**config.mk**
```make
export PLATFORM = sky130hd
export DESIGN_NAME = memory_top
export DESIGN_NICKNAME = d
export VERILOG_FILES = /design/src/logic/mem_core_pkg.sv /design/src/logic/mem_bus_pkg.sv /design/src/logic/link_stage.sv /design/src/logic/burst_planner.sv /design/src/logic/avalon_master.sv /design/src/logic/memory_top.sv
export VERILOG_INCLUDE_DIRS = /design/src /design/src/logic
export SDC_FILE = /design/constraint.sdc
export NUM_CORES = 1
export LEC_CHECK = 0
export ABC_AREA = 1
export BUFFER_PORTS_ARGS = -buffer_cell sky130_fd_sc_hd__buf_2
export CAP_MARGIN = 20
export CORE_MARGIN = 2
export CORE_UTILIZATION = 45
export DETAILED_ROUTE_END_ITERATION = 6
export PLACE_DENSITY_LB_ADDON = 0.1
export RECOVER_POWER = 50
export SLEW_MARGIN = 30
export SYNTH_ARGS = -nofsm -noshare
export SYNTH_HDL_FRONTEND = slang
export SYNTH_SLANG_ARGS = --single-unit
```
**constraint.sdc**
```tcl
create_clock -name clk -period 8 [get_ports clk]
set_input_delay 0.4 -clock clk [delete_from_list [all_inputs] [get_ports clk]]
set_output_delay 0.4 -clock clk [all_outputs]
set_load 0.02 [all_outputs]
```
**src/logic/mem_defines.svh**
```systemverilog
/*
 * Width macros for the memory data path.
 * Both packages build their types from these, and any module that
 * sizes a port or a loop from a width includes this header as well.
 */
`ifndef MEM_DEFINES_SVH
`define MEM_DEFINES_SVH

// --------------------
// core side
// --------------------
`define MEM_ADDR_W      32  // byte address
`define MEM_RDATA_W     64  // up to 8 bytes returned
`define MEM_RLEN_W      4   // read length, 1..8
`define MEM_WLEN_W      3   // write length, 1..4

// --------------------
// bus side
// --------------------
`define MEM_DWORD_W     32  // avalon data width
`define MEM_BE_W        4   // byte enables per dword
`define MEM_MAX_DWORDS  3   // 8 bytes at offset 3 span three dwords
`define MEM_BURST_W     3   // burst dword count and avm_burstcount

`endif

```
**src/logic/mem_core_pkg.sv**
```systemverilog
/*
 * Types seen by the core on the request port of the memory block.
 * One request carries either a read of 1..8 bytes or a write of
 * 1..4 bytes, selected by rw. Modules refer to these by scoped name.
 */
`include "mem_defines.svh"

package mem_core_pkg;

// --------------------
// request
// --------------------
// a write only ever uses length 1..4 (MEM_WLEN_W worth of range),
// wdata keeps its bytes in the low lanes, little-endian
typedef struct packed {
    logic                       rw;         // 1 = write
    logic [`MEM_ADDR_W-1:0]     address;    // any byte address
    logic [`MEM_RLEN_W-1:0]     length;     // byte count
    logic [`MEM_DWORD_W-1:0]    wdata;      // byte 0 in [7:0]
} core_req_t;

// --------------------
// response
// --------------------
// byte 0 is the byte at the request address, bytes past length read zero
typedef logic [`MEM_RDATA_W-1:0] core_rdata_t;

endpackage

```
**src/logic/mem_bus_pkg.sv**
```systemverilog
/*
 * Types on the bus side of the burst planner.
 * A burst is dword aligned with its own byte enables per dword, and
 * bus_cmd_t bundles the Avalon command outputs of the master.
 */
`include "mem_defines.svh"

package mem_bus_pkg;

// --------------------
// burst request
// --------------------
// writes never exceed two dwords, so wdata has two lanes only
typedef struct packed {
    logic                                           rw;
    logic [`MEM_ADDR_W-3:0]                         dword_address;
    logic [`MEM_BURST_W-1:0]                        dword_count;   // 1..3
    logic [`MEM_MAX_DWORDS-1:0][`MEM_BE_W-1:0]      byteenable;    // [0] is first dword
    logic [1:0][`MEM_DWORD_W-1:0]                   wdata;         // already in lane position
} burst_req_t;

// dword i of the burst sits in bits [32*i +: 32]
typedef logic [`MEM_MAX_DWORDS*`MEM_DWORD_W-1:0] burst_rdata_t;

// --------------------
// avalon command
// --------------------
typedef struct packed {
    logic [`MEM_ADDR_W-3:0]     address;    // word address
    logic [`MEM_BE_W-1:0]       byteenable;
    logic [`MEM_BURST_W-1:0]    burstcount;
    logic [`MEM_DWORD_W-1:0]    writedata;
    logic                       read;
    logic                       write;
} bus_cmd_t;

endpackage

```
**src/logic/link_stage.sv**
```systemverilog
/*
 * Registered relay for one do/done link.
 * The request is captured when up_do is seen and offered downstream
 * from a register, and the response comes back the same way with a
 * one-cycle up_done. Instantiate once per link with its payload types.
 */
`timescale 1ns/1ps

module link_stage #(
    parameter type req_t  = logic,
    parameter type resp_t = logic
) (
    input  logic    clk,
    input  logic    rst_n,

    input  logic    up_do,
    input  req_t    up_req,
    output logic    up_done,
    output resp_t   up_resp,

    output logic    dn_do,
    output req_t    dn_req,
    input  logic    dn_done,
    input  resp_t   dn_resp
);

typedef enum logic [1:0] {
    S_IDLE,     // waiting for up_do
    S_BUSY,     // dn_do held
    S_DONE,     // up_done pulse
    S_GAP       // wait for up_do to fall
} state_t;

state_t state;

assign dn_do   = (state == S_BUSY);
assign up_done = (state == S_DONE);

always_ff @(posedge clk or negedge rst_n) begin
    if (!rst_n) begin
        state <= S_IDLE;
    end else begin
        case (state)
            S_IDLE:  if (up_do) state <= S_BUSY;
            S_BUSY:  if (dn_done) state <= S_DONE;
            S_DONE:  state <= S_GAP;
            S_GAP:   if (!up_do) state <= S_IDLE;   // keeps requests apart
            default: state <= S_IDLE;
        endcase
    end
end

// payload registers
always_ff @(posedge clk) begin
    if (state == S_IDLE && up_do) dn_req <= up_req;
    if (state == S_BUSY && dn_done) up_resp <= dn_resp;
end

endmodule

```
**src/logic/burst_planner.sv**
```systemverilog
/*
 * Turns a byte request from the core into a dword aligned burst.
 * Byte enables and lane-shifted write data are computed from the
 * address offset and length; on return the read dwords are shifted
 * down by the offset and bytes past length are cleared.
 */
`timescale 1ns/1ps
`include "mem_defines.svh"

module burst_planner (
    input  logic                        clk,
    input  logic                        rst_n,

    input  logic                        core_do,
    input  mem_core_pkg::core_req_t     core_req,
    output logic                        core_done,
    output mem_core_pkg::core_rdata_t   core_rdata,

    output logic                        burst_do,
    output mem_bus_pkg::burst_req_t     burst_req,
    input  logic                        burst_done,
    input  mem_bus_pkg::burst_rdata_t   burst_rdata
);

localparam int BE_BITS   = `MEM_MAX_DWORDS * `MEM_BE_W;
localparam int RD_BYTES  = `MEM_RDATA_W / 8;

typedef enum logic [1:0] {
    S_IDLE,
    S_ISSUE,    // burst_do held
    S_WAIT      // done sent, wait for core_do to fall
} state_t;

state_t state;

logic [1:0]                         offset;
logic [4:0]                         span;       // offset + length
logic [4:0]                         span_up;
logic [BE_BITS-1:0]                 be_mask;
logic [2*`MEM_DWORD_W-1:0]          wr_shift;
mem_bus_pkg::burst_rdata_t          rd_shift;
mem_core_pkg::core_rdata_t          rd_aligned;
mem_bus_pkg::burst_req_t            plan;

// --------------------
// alignment
// --------------------
assign offset  = core_req.address[1:0];
assign span    = {3'b000, offset} + {1'b0, core_req.length};
assign span_up = span + 5'd3;   // round up to whole dwords

always_comb begin
    be_mask = '0;
    for (int b = 0; b < BE_BITS; b++) begin
        if (b >= offset && b < span) be_mask[b] = 1'b1;
    end
end

assign wr_shift = {{`MEM_DWORD_W{1'b0}}, core_req.wdata} << {offset, 3'b000};

always_comb begin
    plan.rw            = core_req.rw;
    plan.dword_address = core_req.address[`MEM_ADDR_W-1:2];
    plan.dword_count   = span_up[4:2];
    plan.byteenable    = be_mask;
    plan.wdata         = wr_shift;
end

// --------------------
// read realignment
// --------------------
assign rd_shift = burst_rdata >> {offset, 3'b000};

always_comb begin
    for (int j = 0; j < RD_BYTES; j++) begin
        rd_aligned[8*j +: 8] = (j < core_req.length) ? rd_shift[8*j +: 8] : 8'h00;
    end
end

// --------------------
// sequencing
// --------------------
assign burst_do = (state == S_ISSUE);

always_ff @(posedge clk or negedge rst_n) begin
    if (!rst_n) begin
        state     <= S_IDLE;
        core_done <= 1'b0;
    end else begin
        core_done <= 1'b0;
        case (state)
            S_IDLE: begin
                if (core_do) state <= S_ISSUE;
            end
            S_ISSUE: begin
                if (burst_done) begin
                    state     <= S_WAIT;
                    core_done <= 1'b1;
                end
            end
            S_WAIT: begin
                if (!core_do) state <= S_IDLE;
            end
            default: state <= S_IDLE;
        endcase
    end
end

// core_req is held by the link stage until core_done
always_ff @(posedge clk) begin
    if (state == S_IDLE && core_do) burst_req <= plan;
    if (state == S_ISSUE && burst_done) core_rdata <= rd_aligned;
end

endmodule

```
**src/logic/avalon_master.sv**
```systemverilog
/*
 * Avalon-MM master for the aligned bursts of the planner.
 * A read goes out as one command with burstcount set and the data
 * beats are gathered into dword slots. A write sends one beat per
 * dword, each with its own byte enables. burst_done follows the last beat.
 */
`timescale 1ns/1ps
`include "mem_defines.svh"

module avalon_master (
    input  logic                        clk,
    input  logic                        rst_n,

    input  logic                        burst_do,
    input  mem_bus_pkg::burst_req_t     burst_req,
    output logic                        burst_done,
    output mem_bus_pkg::burst_rdata_t   burst_rdata,

    output mem_bus_pkg::bus_cmd_t       avm_cmd,
    input  logic                        avm_waitrequest,
    input  logic                        avm_readdatavalid,
    input  logic [`MEM_DWORD_W-1:0]     avm_readdata
);

typedef enum logic [2:0] {
    S_IDLE,
    S_RD_CMD,   // read held until accepted
    S_RD_DATA,  // gathering readdatavalid beats
    S_WR,       // write beats
    S_DONE      // burst_done pulse
} state_t;

state_t state;

logic [`MEM_BURST_W-1:0] beat;
logic [`MEM_BURST_W-1:0] next_beat;
logic [`MEM_BURST_W-1:0] last_beat;

assign next_beat  = beat + 1'b1;
assign last_beat  = burst_req.dword_count - 1'b1;
assign burst_done = (state == S_DONE);

// --------------------
// command side
// --------------------
always_ff @(posedge clk or negedge rst_n) begin
    if (!rst_n) begin
        state   <= S_IDLE;
        beat    <= '0;
        avm_cmd <= '0;
    end else begin
        case (state)
            S_IDLE: begin
                if (burst_do) begin
                    beat               <= '0;
                    avm_cmd.address    <= burst_req.dword_address;
                    avm_cmd.burstcount <= burst_req.dword_count;
                    if (burst_req.rw) begin
                        avm_cmd.write      <= 1'b1;
                        avm_cmd.byteenable <= burst_req.byteenable[0];
                        avm_cmd.writedata  <= burst_req.wdata[0];
                        state              <= S_WR;
                    end else begin
                        avm_cmd.read <= 1'b1;
                        // multi-dword read bursts take all byte lanes
                        avm_cmd.byteenable <= (burst_req.dword_count == 'd1) ?
                                              burst_req.byteenable[0] : '1;
                        state <= S_RD_CMD;
                    end
                end
            end
            S_RD_CMD: begin
                if (!avm_waitrequest) begin
                    avm_cmd.read <= 1'b0;
                    state        <= S_RD_DATA;
                end
            end
            S_RD_DATA: begin
                if (avm_readdatavalid) begin
                    beat <= next_beat;
                    if (beat == last_beat) state <= S_DONE;
                end
            end
            S_WR: begin
                if (!avm_waitrequest) begin
                    if (beat == last_beat) begin
                        avm_cmd.write <= 1'b0;
                        state         <= S_DONE;
                    end else begin
                        beat               <= next_beat;
                        avm_cmd.byteenable <= burst_req.byteenable[next_beat];
                        avm_cmd.writedata  <= burst_req.wdata[next_beat[0]];  // two lanes max
                    end
                end
            end
            S_DONE: state <= S_IDLE;
            default: state <= S_IDLE;
        endcase
    end
end

// --------------------
// read data slots
// --------------------
always_ff @(posedge clk) begin
    if (state == S_RD_DATA && avm_readdatavalid) begin
        burst_rdata[beat*`MEM_DWORD_W +: `MEM_DWORD_W] <= avm_readdata;
    end
end

endmodule

```
**src/logic/memory_top.sv**
```systemverilog
/*
 * Data side of the memory block.
 * The core request passes a link stage, the burst planner, a second
 * link stage and the Avalon master; read data returns the same way.
 */
`timescale 1ns/1ps
`include "mem_defines.svh"

module memory_top (
    input  logic                        clk,
    input  logic                        rst_n,

    input  logic                        req_do,
    input  mem_core_pkg::core_req_t     req,
    output logic                        req_done,
    output mem_core_pkg::core_rdata_t   rdata,

    // avalon master
    output logic [`MEM_ADDR_W-1:2]      avm_address,
    output logic [`MEM_DWORD_W-1:0]     avm_writedata,
    output logic [`MEM_BE_W-1:0]        avm_byteenable,
    output logic [`MEM_BURST_W-1:0]     avm_burstcount,
    output logic                        avm_read,
    output logic                        avm_write,
    input  logic                        avm_waitrequest,
    input  logic                        avm_readdatavalid,
    input  logic [`MEM_DWORD_W-1:0]     avm_readdata
);

// --------------------
// core link to planner
// --------------------
logic                           plan_do;
logic                           plan_done;
mem_core_pkg::core_req_t        plan_req;
mem_core_pkg::core_rdata_t      plan_rdata;

link_stage #(
    .req_t  (mem_core_pkg::core_req_t),
    .resp_t (mem_core_pkg::core_rdata_t)
) u_core_link (
    .clk     (clk),
    .rst_n   (rst_n),
    .up_do   (req_do),
    .up_req  (req),
    .up_done (req_done),
    .up_resp (rdata),
    .dn_do   (plan_do),
    .dn_req  (plan_req),
    .dn_done (plan_done),
    .dn_resp (plan_rdata)
);

// --------------------
// planner to bus link
// --------------------
logic                           pl_burst_do;
logic                           pl_burst_done;
mem_bus_pkg::burst_req_t        pl_burst_req;
mem_bus_pkg::burst_rdata_t      pl_burst_rdata;

burst_planner u_planner (
    .clk         (clk),
    .rst_n       (rst_n),
    .core_do     (plan_do),
    .core_req    (plan_req),
    .core_done   (plan_done),
    .core_rdata  (plan_rdata),
    .burst_do    (pl_burst_do),
    .burst_req   (pl_burst_req),
    .burst_done  (pl_burst_done),
    .burst_rdata (pl_burst_rdata)
);

logic                           av_burst_do;
logic                           av_burst_done;
mem_bus_pkg::burst_req_t        av_burst_req;
mem_bus_pkg::burst_rdata_t      av_burst_rdata;

link_stage #(
    .req_t  (mem_bus_pkg::burst_req_t),
    .resp_t (mem_bus_pkg::burst_rdata_t)
) u_bus_link (
    .clk     (clk),
    .rst_n   (rst_n),
    .up_do   (pl_burst_do),
    .up_req  (pl_burst_req),
    .up_done (pl_burst_done),
    .up_resp (pl_burst_rdata),
    .dn_do   (av_burst_do),
    .dn_req  (av_burst_req),
    .dn_done (av_burst_done),
    .dn_resp (av_burst_rdata)
);

// --------------------
// avalon master
// --------------------
mem_bus_pkg::bus_cmd_t          avm_cmd;

avalon_master u_avm (
    .clk               (clk),
    .rst_n             (rst_n),
    .burst_do          (av_burst_do),
    .burst_req         (av_burst_req),
    .burst_done        (av_burst_done),
    .burst_rdata       (av_burst_rdata),
    .avm_cmd           (avm_cmd),
    .avm_waitrequest   (avm_waitrequest),
    .avm_readdatavalid (avm_readdatavalid),
    .avm_readdata      (avm_readdata)
);

assign avm_address    = avm_cmd.address;
assign avm_writedata  = avm_cmd.writedata;
assign avm_byteenable = avm_cmd.byteenable;
assign avm_burstcount = avm_cmd.burstcount;
assign avm_read       = avm_cmd.read;
assign avm_write      = avm_cmd.write;

endmodule

```
Word-level counts from Yosys, hierarchy flattened:

Cells that the tools add are included.
Widths: inputs -> output; s select.

* add/subtract/negate cells: 5
* multiply operators: 0
* divide/modulo/power cells: 0
* magnitude comparators: 25
* equal/unequal tests: 31
* shifts and indexed selects: 4
* mux-type cells: 60
* bitwise gates (word level): 0
* reductions and logical operators: 27

Operators with widths (number)
* $mux 32: 5
* $bwmux 96: 1
* $shift 32x34->96 const A: 1
* $shiftx 32x34->96: 1
* $shr 96x5->64: 1
* $pmux 32 s2: 1
* $shl 32x5->64: 1
* $mux 41: 1
* $neg 8->34: 1
* $mux 3: 9
* $ne 2x2->1 const B: 13
* $lt 3x5->1 const A: 4
* $lt 4x5->1 const A: 4
* $mux 2: 10
* $mux 4: 5
* $mux 1: 19
* $lt 3x4->1 const A: 4
* $pmux 2 s4: 2
* $reduce_and 5->1: 3
* $pmux 3 s4: 1
* $reduce_and 4->1: 3
* $eq 2x2->1 const B: 5
* $logic_and 1x1->1: 10
* $lt 1x5->1 const A: 2
* 28 further kinds: 45

* bits in registers: 693
* bits in latches: 0
* RAM bits: 0
* ROM bits: 0
* input port bits: 106
* memories kept: 0

Longest topological paths before layout:

* depth after elaboration: 6
* mapped depth: 12
* mapped depth without buffers: 12

Hierarchy:

Synthesis repeated with hierarchy kept, for this count alone.

* cells, all modules: 1997
* area total of the unflattened synthesis: 26543.0 sq um

By module, submodules not included
* burst_planner: times used 1, cells an instance 810, area each 8099.0 sq um
* avalon_master: times used 1, cells an instance 786, area each 7826.3 sq um
* link_stage (u_bus_link): times used 1, cells an instance 237, area each 6404.9 sq um
* link_stage (u_core_link): times used 1, cells an instance 164, area each 4212.8 sq um

Worst setup path before layout:

Ideal clock, no wire load.

* path type: register -> register
* start point: reg u_core_link.state[1]
* end point: reg u_planner.burst_req[0] in the netlist's numbering, enable pin
* setup time: 0.564 ns
* arrival: 4.982 ns
* path slack: 2.454 ns
* cell stages (with the launch flop): 5
* buffers on the path: 0
* clock period less this slack: 5.546 ns
* cell sequence: dfrtp_1 -> inv_1 -> ha_1 -> inv_1 -> nor2_1

* cells in the longest elaborated chain, start to end: 2

RTL lines
* start: declaration: line link_stage.sv:34 `state_t state;`
* start signal: assignment: line link_stage.sv:41 `state <= S_IDLE;`
* start signal: assignment: line link_stage.sv:44 `S_IDLE: if (up_do) state <= S_BUSY;`
* start signal: assignment: line link_stage.sv:45 `S_BUSY: if (dn_done) state <= S_DONE;`
* $eq 2x1->1: line link_stage.sv:36 `assign dn_do = (state == S_BUSY);`
* $logic_and 1x1->1: line burst_planner.sv:111 `if (state == S_IDLE && core_do) burst_req <= plan;`
* end signal: assignment: line burst_planner.sv:111
* end: declaration: line burst_planner.sv:20 `output mem_bus_pkg::burst_req_t burst_req,`

No other way between the ends.
A chain may end at the register's enable or synchronous reset.

==> impl_metrics.env <==
export IMPL_viasPerCell=5.020
export IMPL_ys_warn_count=0
export IMPL_power_density_nw_per_um2=340.7
export IMPL_rrSetupSlack_ps=3360
export IMPL_vdd_drop_max_mv=0.2201
export IMPL_worstPathRequired_ps=7910
export IMPL_fmax_mhz=212.9
export IMPL_cts_resized=0
export IMPL_wire_per_inst_um=19.88
export IMPL_final_hold_violation_count=0
export IMPL_diodes=0
export IMPL_grt_pass1_wl_um=87060
export IMPL_clk_latency_ps=600
export IMPL_place_gp_congestion=0.8285
export IMPL_drcViolationCount=0
export IMPL_top_usage_layer="met2"
export IMPL_antenna_found_initial=0
export IMPL_maxSlewHeadroom_pct=-138.0
export IMPL_firstDrtPassIters=5
export IMPL_numCtsBuffers=70
export IMPL_synth_cell_area_um2=25040
export IMPL_avgSynthCellArea_um2=13.74
export IMPL_via_count=14780
export IMPL_period_minus_slack_ps=4698
export IMPL_io_buffers=241
export IMPL_ant_nets=0
export IMPL_dieHeight_um=239.9
export IMPL_htreeDepth=3
export IMPL_rows=86
export IMPL_die_area_um2=57540
export IMPL_hpwl_um=39790
export IMPL_wl_um=58510
export IMPL_clkTransAtPathRegs_ps=60
export IMPL_grtUsageMet3_pct=2.824
export IMPL_worstSetupPathType="input pin to async pin"
export IMPL_setup_slack_ps=3302
export IMPL_worst_pin_slew_ps=3570
export IMPL_drt_iter0_drc=1029
export IMPL_yosysUniqueCellTypes=44
export IMPL_leakage_nw=11.23
export IMPL_final_nets=2265
export IMPL_status="finished, violations left"
export IMPL_cts_sinks=661
export IMPL_clockRootBuffer="clkbuf_16"
export IMPL_rsz0062_at_grt="false"
export IMPL_core_area_um2=55090
export IMPL_hold_class="input pin to register"
export IMPL_period_share_pct=58.72
export IMPL_ys_seq_area_share_pct=77.60
export IMPL_syn_inst=1822
export IMPL_layout_common_cells="edfxtp_1, nand2_1, clkbuf_1, nor2_1, inv_1"
export IMPL_dieWidth_um=239.9
export IMPL_tns_ps=0
export IMPL_cp_start_kind="input pin"
export IMPL_ys_ff_latch=661
export IMPL_drive_above_1_share_pct=12.52
export IMPL_fin_skew_ps=28.60
export IMPL_grt_usage_pct=20.37
export IMPL_cts_tree="done"
export IMPL_grt_overflow_total=0
export IMPL_drv_cap=8
export IMPL_grt_use_met2_pct=34.61
export IMPL_cp_max_fo=60
export IMPL_start_util_pct=45.44
export IMPL_ios=242
export IMPL_arrival_ps=4610
export IMPL_grt_pass1_vias=14730
export IMPL_synth_nets=1946
export IMPL_gr_usage_met1_pct=27.04
export IMPL_dp_slack_ps=4067
export IMPL_ctsLongestPathBuffers=3
export IMPL_maxSlewViolCount=410
export IMPL_final_common_cell="edfxtp_1"
export IMPL_synthToLayoutAreaGrowth_pct=18.63
export IMPL_grt_max_degree=114
export IMPL_crit_path_end_kind="async pin"
export IMPL_violations="capacitance limit, slew limit"
export IMPL_setup_viol=0
[worst paths after layout]
check                                   startpoint                      end  depth (start not counted)
min in group asynchronous                    rst_n        u_avm.avm_cmd[70]                          2
max                                          rst_n        u_avm.avm_cmd[48]                          3
max in group clk            u_core_link.dn_req[37]  u_planner.burst_req[65]                         10
min                               avm_readdata[30]    u_avm.burst_rdata[62]                          3
min reg2reg                u_planner.burst_req[17]    u_bus_link.dn_req[17]                          0
max reg2reg                 u_core_link.dn_req[37]  u_planner.burst_req[65]                         10
[power breakdown]
part           leakage, nW  internal, mW  total (mW)  switching, mW
Sequential            6.35          4.61        4.85          0.239
Combinational         3.78         0.557        2.10           1.54
Clock                 1.10          1.87        3.17           1.30
[flip-flops by register name, summed over array words and instances (netlist names), 64 cells and up]
name / cells
u_avm.burst_rdata: 88
u_planner.burst_req: 102
u_planner.core_rdata: 64
u_avm.avm_cmd: 71
u_core_link.up_resp: 64
u_bus_link.up_resp: 88
u_bus_link.dn_req: 102
u_core_link.dn_req: 69
[worst max-delay path: stages]
cell           delay, ps
dlygate4sd3_1        520
clkbuf_1            1090
clkbuf_1            2490
[metal layers]
metal,part of all wire [%],vias to the layer above
li1,-,7048
met1,43,7258
met2,50,381
met3,4.4,91
met4,2.5,0
met5,0,-
[synthesized netlist by cell type (all sizes together)]
cell | n | area [µm²]
a211oi | 1 | 7.510
a21boi | 8 | 60.06
a21oi | 47 | 235.2
a31o | 1 | 8.760
a31oi | 24 | 150.1
and2 | 1 | 6.260
buf | 30 | 206.5
clkbuf | 52 | 196.4
clkinv | 1 | 3.750
dfrtp | 84 | 2102
edfxtp | 577 | 17330
fa | 1 | 20.02
ha | 17 | 212.7
inv | 126 | 475.5
mux2 | 30 | 337.8
mux2i | 16 | 160.2
nand2 | 389 | 1505
nand3 | 85 | 430.4
nand3b | 1 | 7.510
nand4 | 4 | 25.02
nor2 | 126 | 508.0
nor3 | 59 | 295.3
nor4 | 1 | 6.260
o211ai | 2 | 15.01
o21a | 1 | 7.510
o21ai | 117 | 589.3
o22ai | 17 | 106.4
o31ai | 1 | 7.510
or2 | 1 | 6.260
xnor2 | 1 | 8.760
xor2 | 1 | 8.760
[stage by stage]
stage | power (mW) | utilization, % | instance area [µm²] | instances | hold WS, ps
finish | 10.12 | 53.91 | 29700 | 2944 | 127.2
global route | 10.61 | 53.91 | 29700 | 2944 | 138.0
CTS | 10.24 | 54.30 | 29910 | 2944 | 100.6
detailed placement | 7.036 | 48.96 | 26970 | 2747 | 347.5
global placement | 6.980 | 48.93 | 26960 | 2747 | 350.3
floorplan | 6.360 | - | 25040 | 1822 | 104.4
[layout make-up]
type / count / area, µm²
inverter: 127 / 481.7
tap: 748 / 935.9
sequential: 661 / 19430
timing repair buffer: 329 / 1849
clock buffer: 95 / 1908
fill: 4739 / 25390
multi-input combinational: 952 / 4765
clock inverter: 32 / 331.6
[cell families after synthesis]
| kind of cell | after synthesis | synth area share [%] |
|---|---|---|
| AO/OA/AOI/OAI | 219 | 4.743 |
| XOR/XNOR | 2 | 0.06998 |
| adder cells (fa/ha/maj) | 18 | 0.9295 |
| buffers and inverters | 209 | 3.523 |
| flip-flops | 661 | 77.60 |
| multiplexers | 46 | 1.989 |
| AND/OR/NAND/NOR | 667 | 11.14 |
[what timing repair did]
| action | CTS | global route |
|---|---|---|
| setup endpoints to repair | 0 | 0 |
| hold buffers | 70 | 0 |
| buffers inserted | 0 | 0 |
| hold endpoints to repair | 93 | 0 |
No activity file was read; power rests on OpenSTA's default activity.
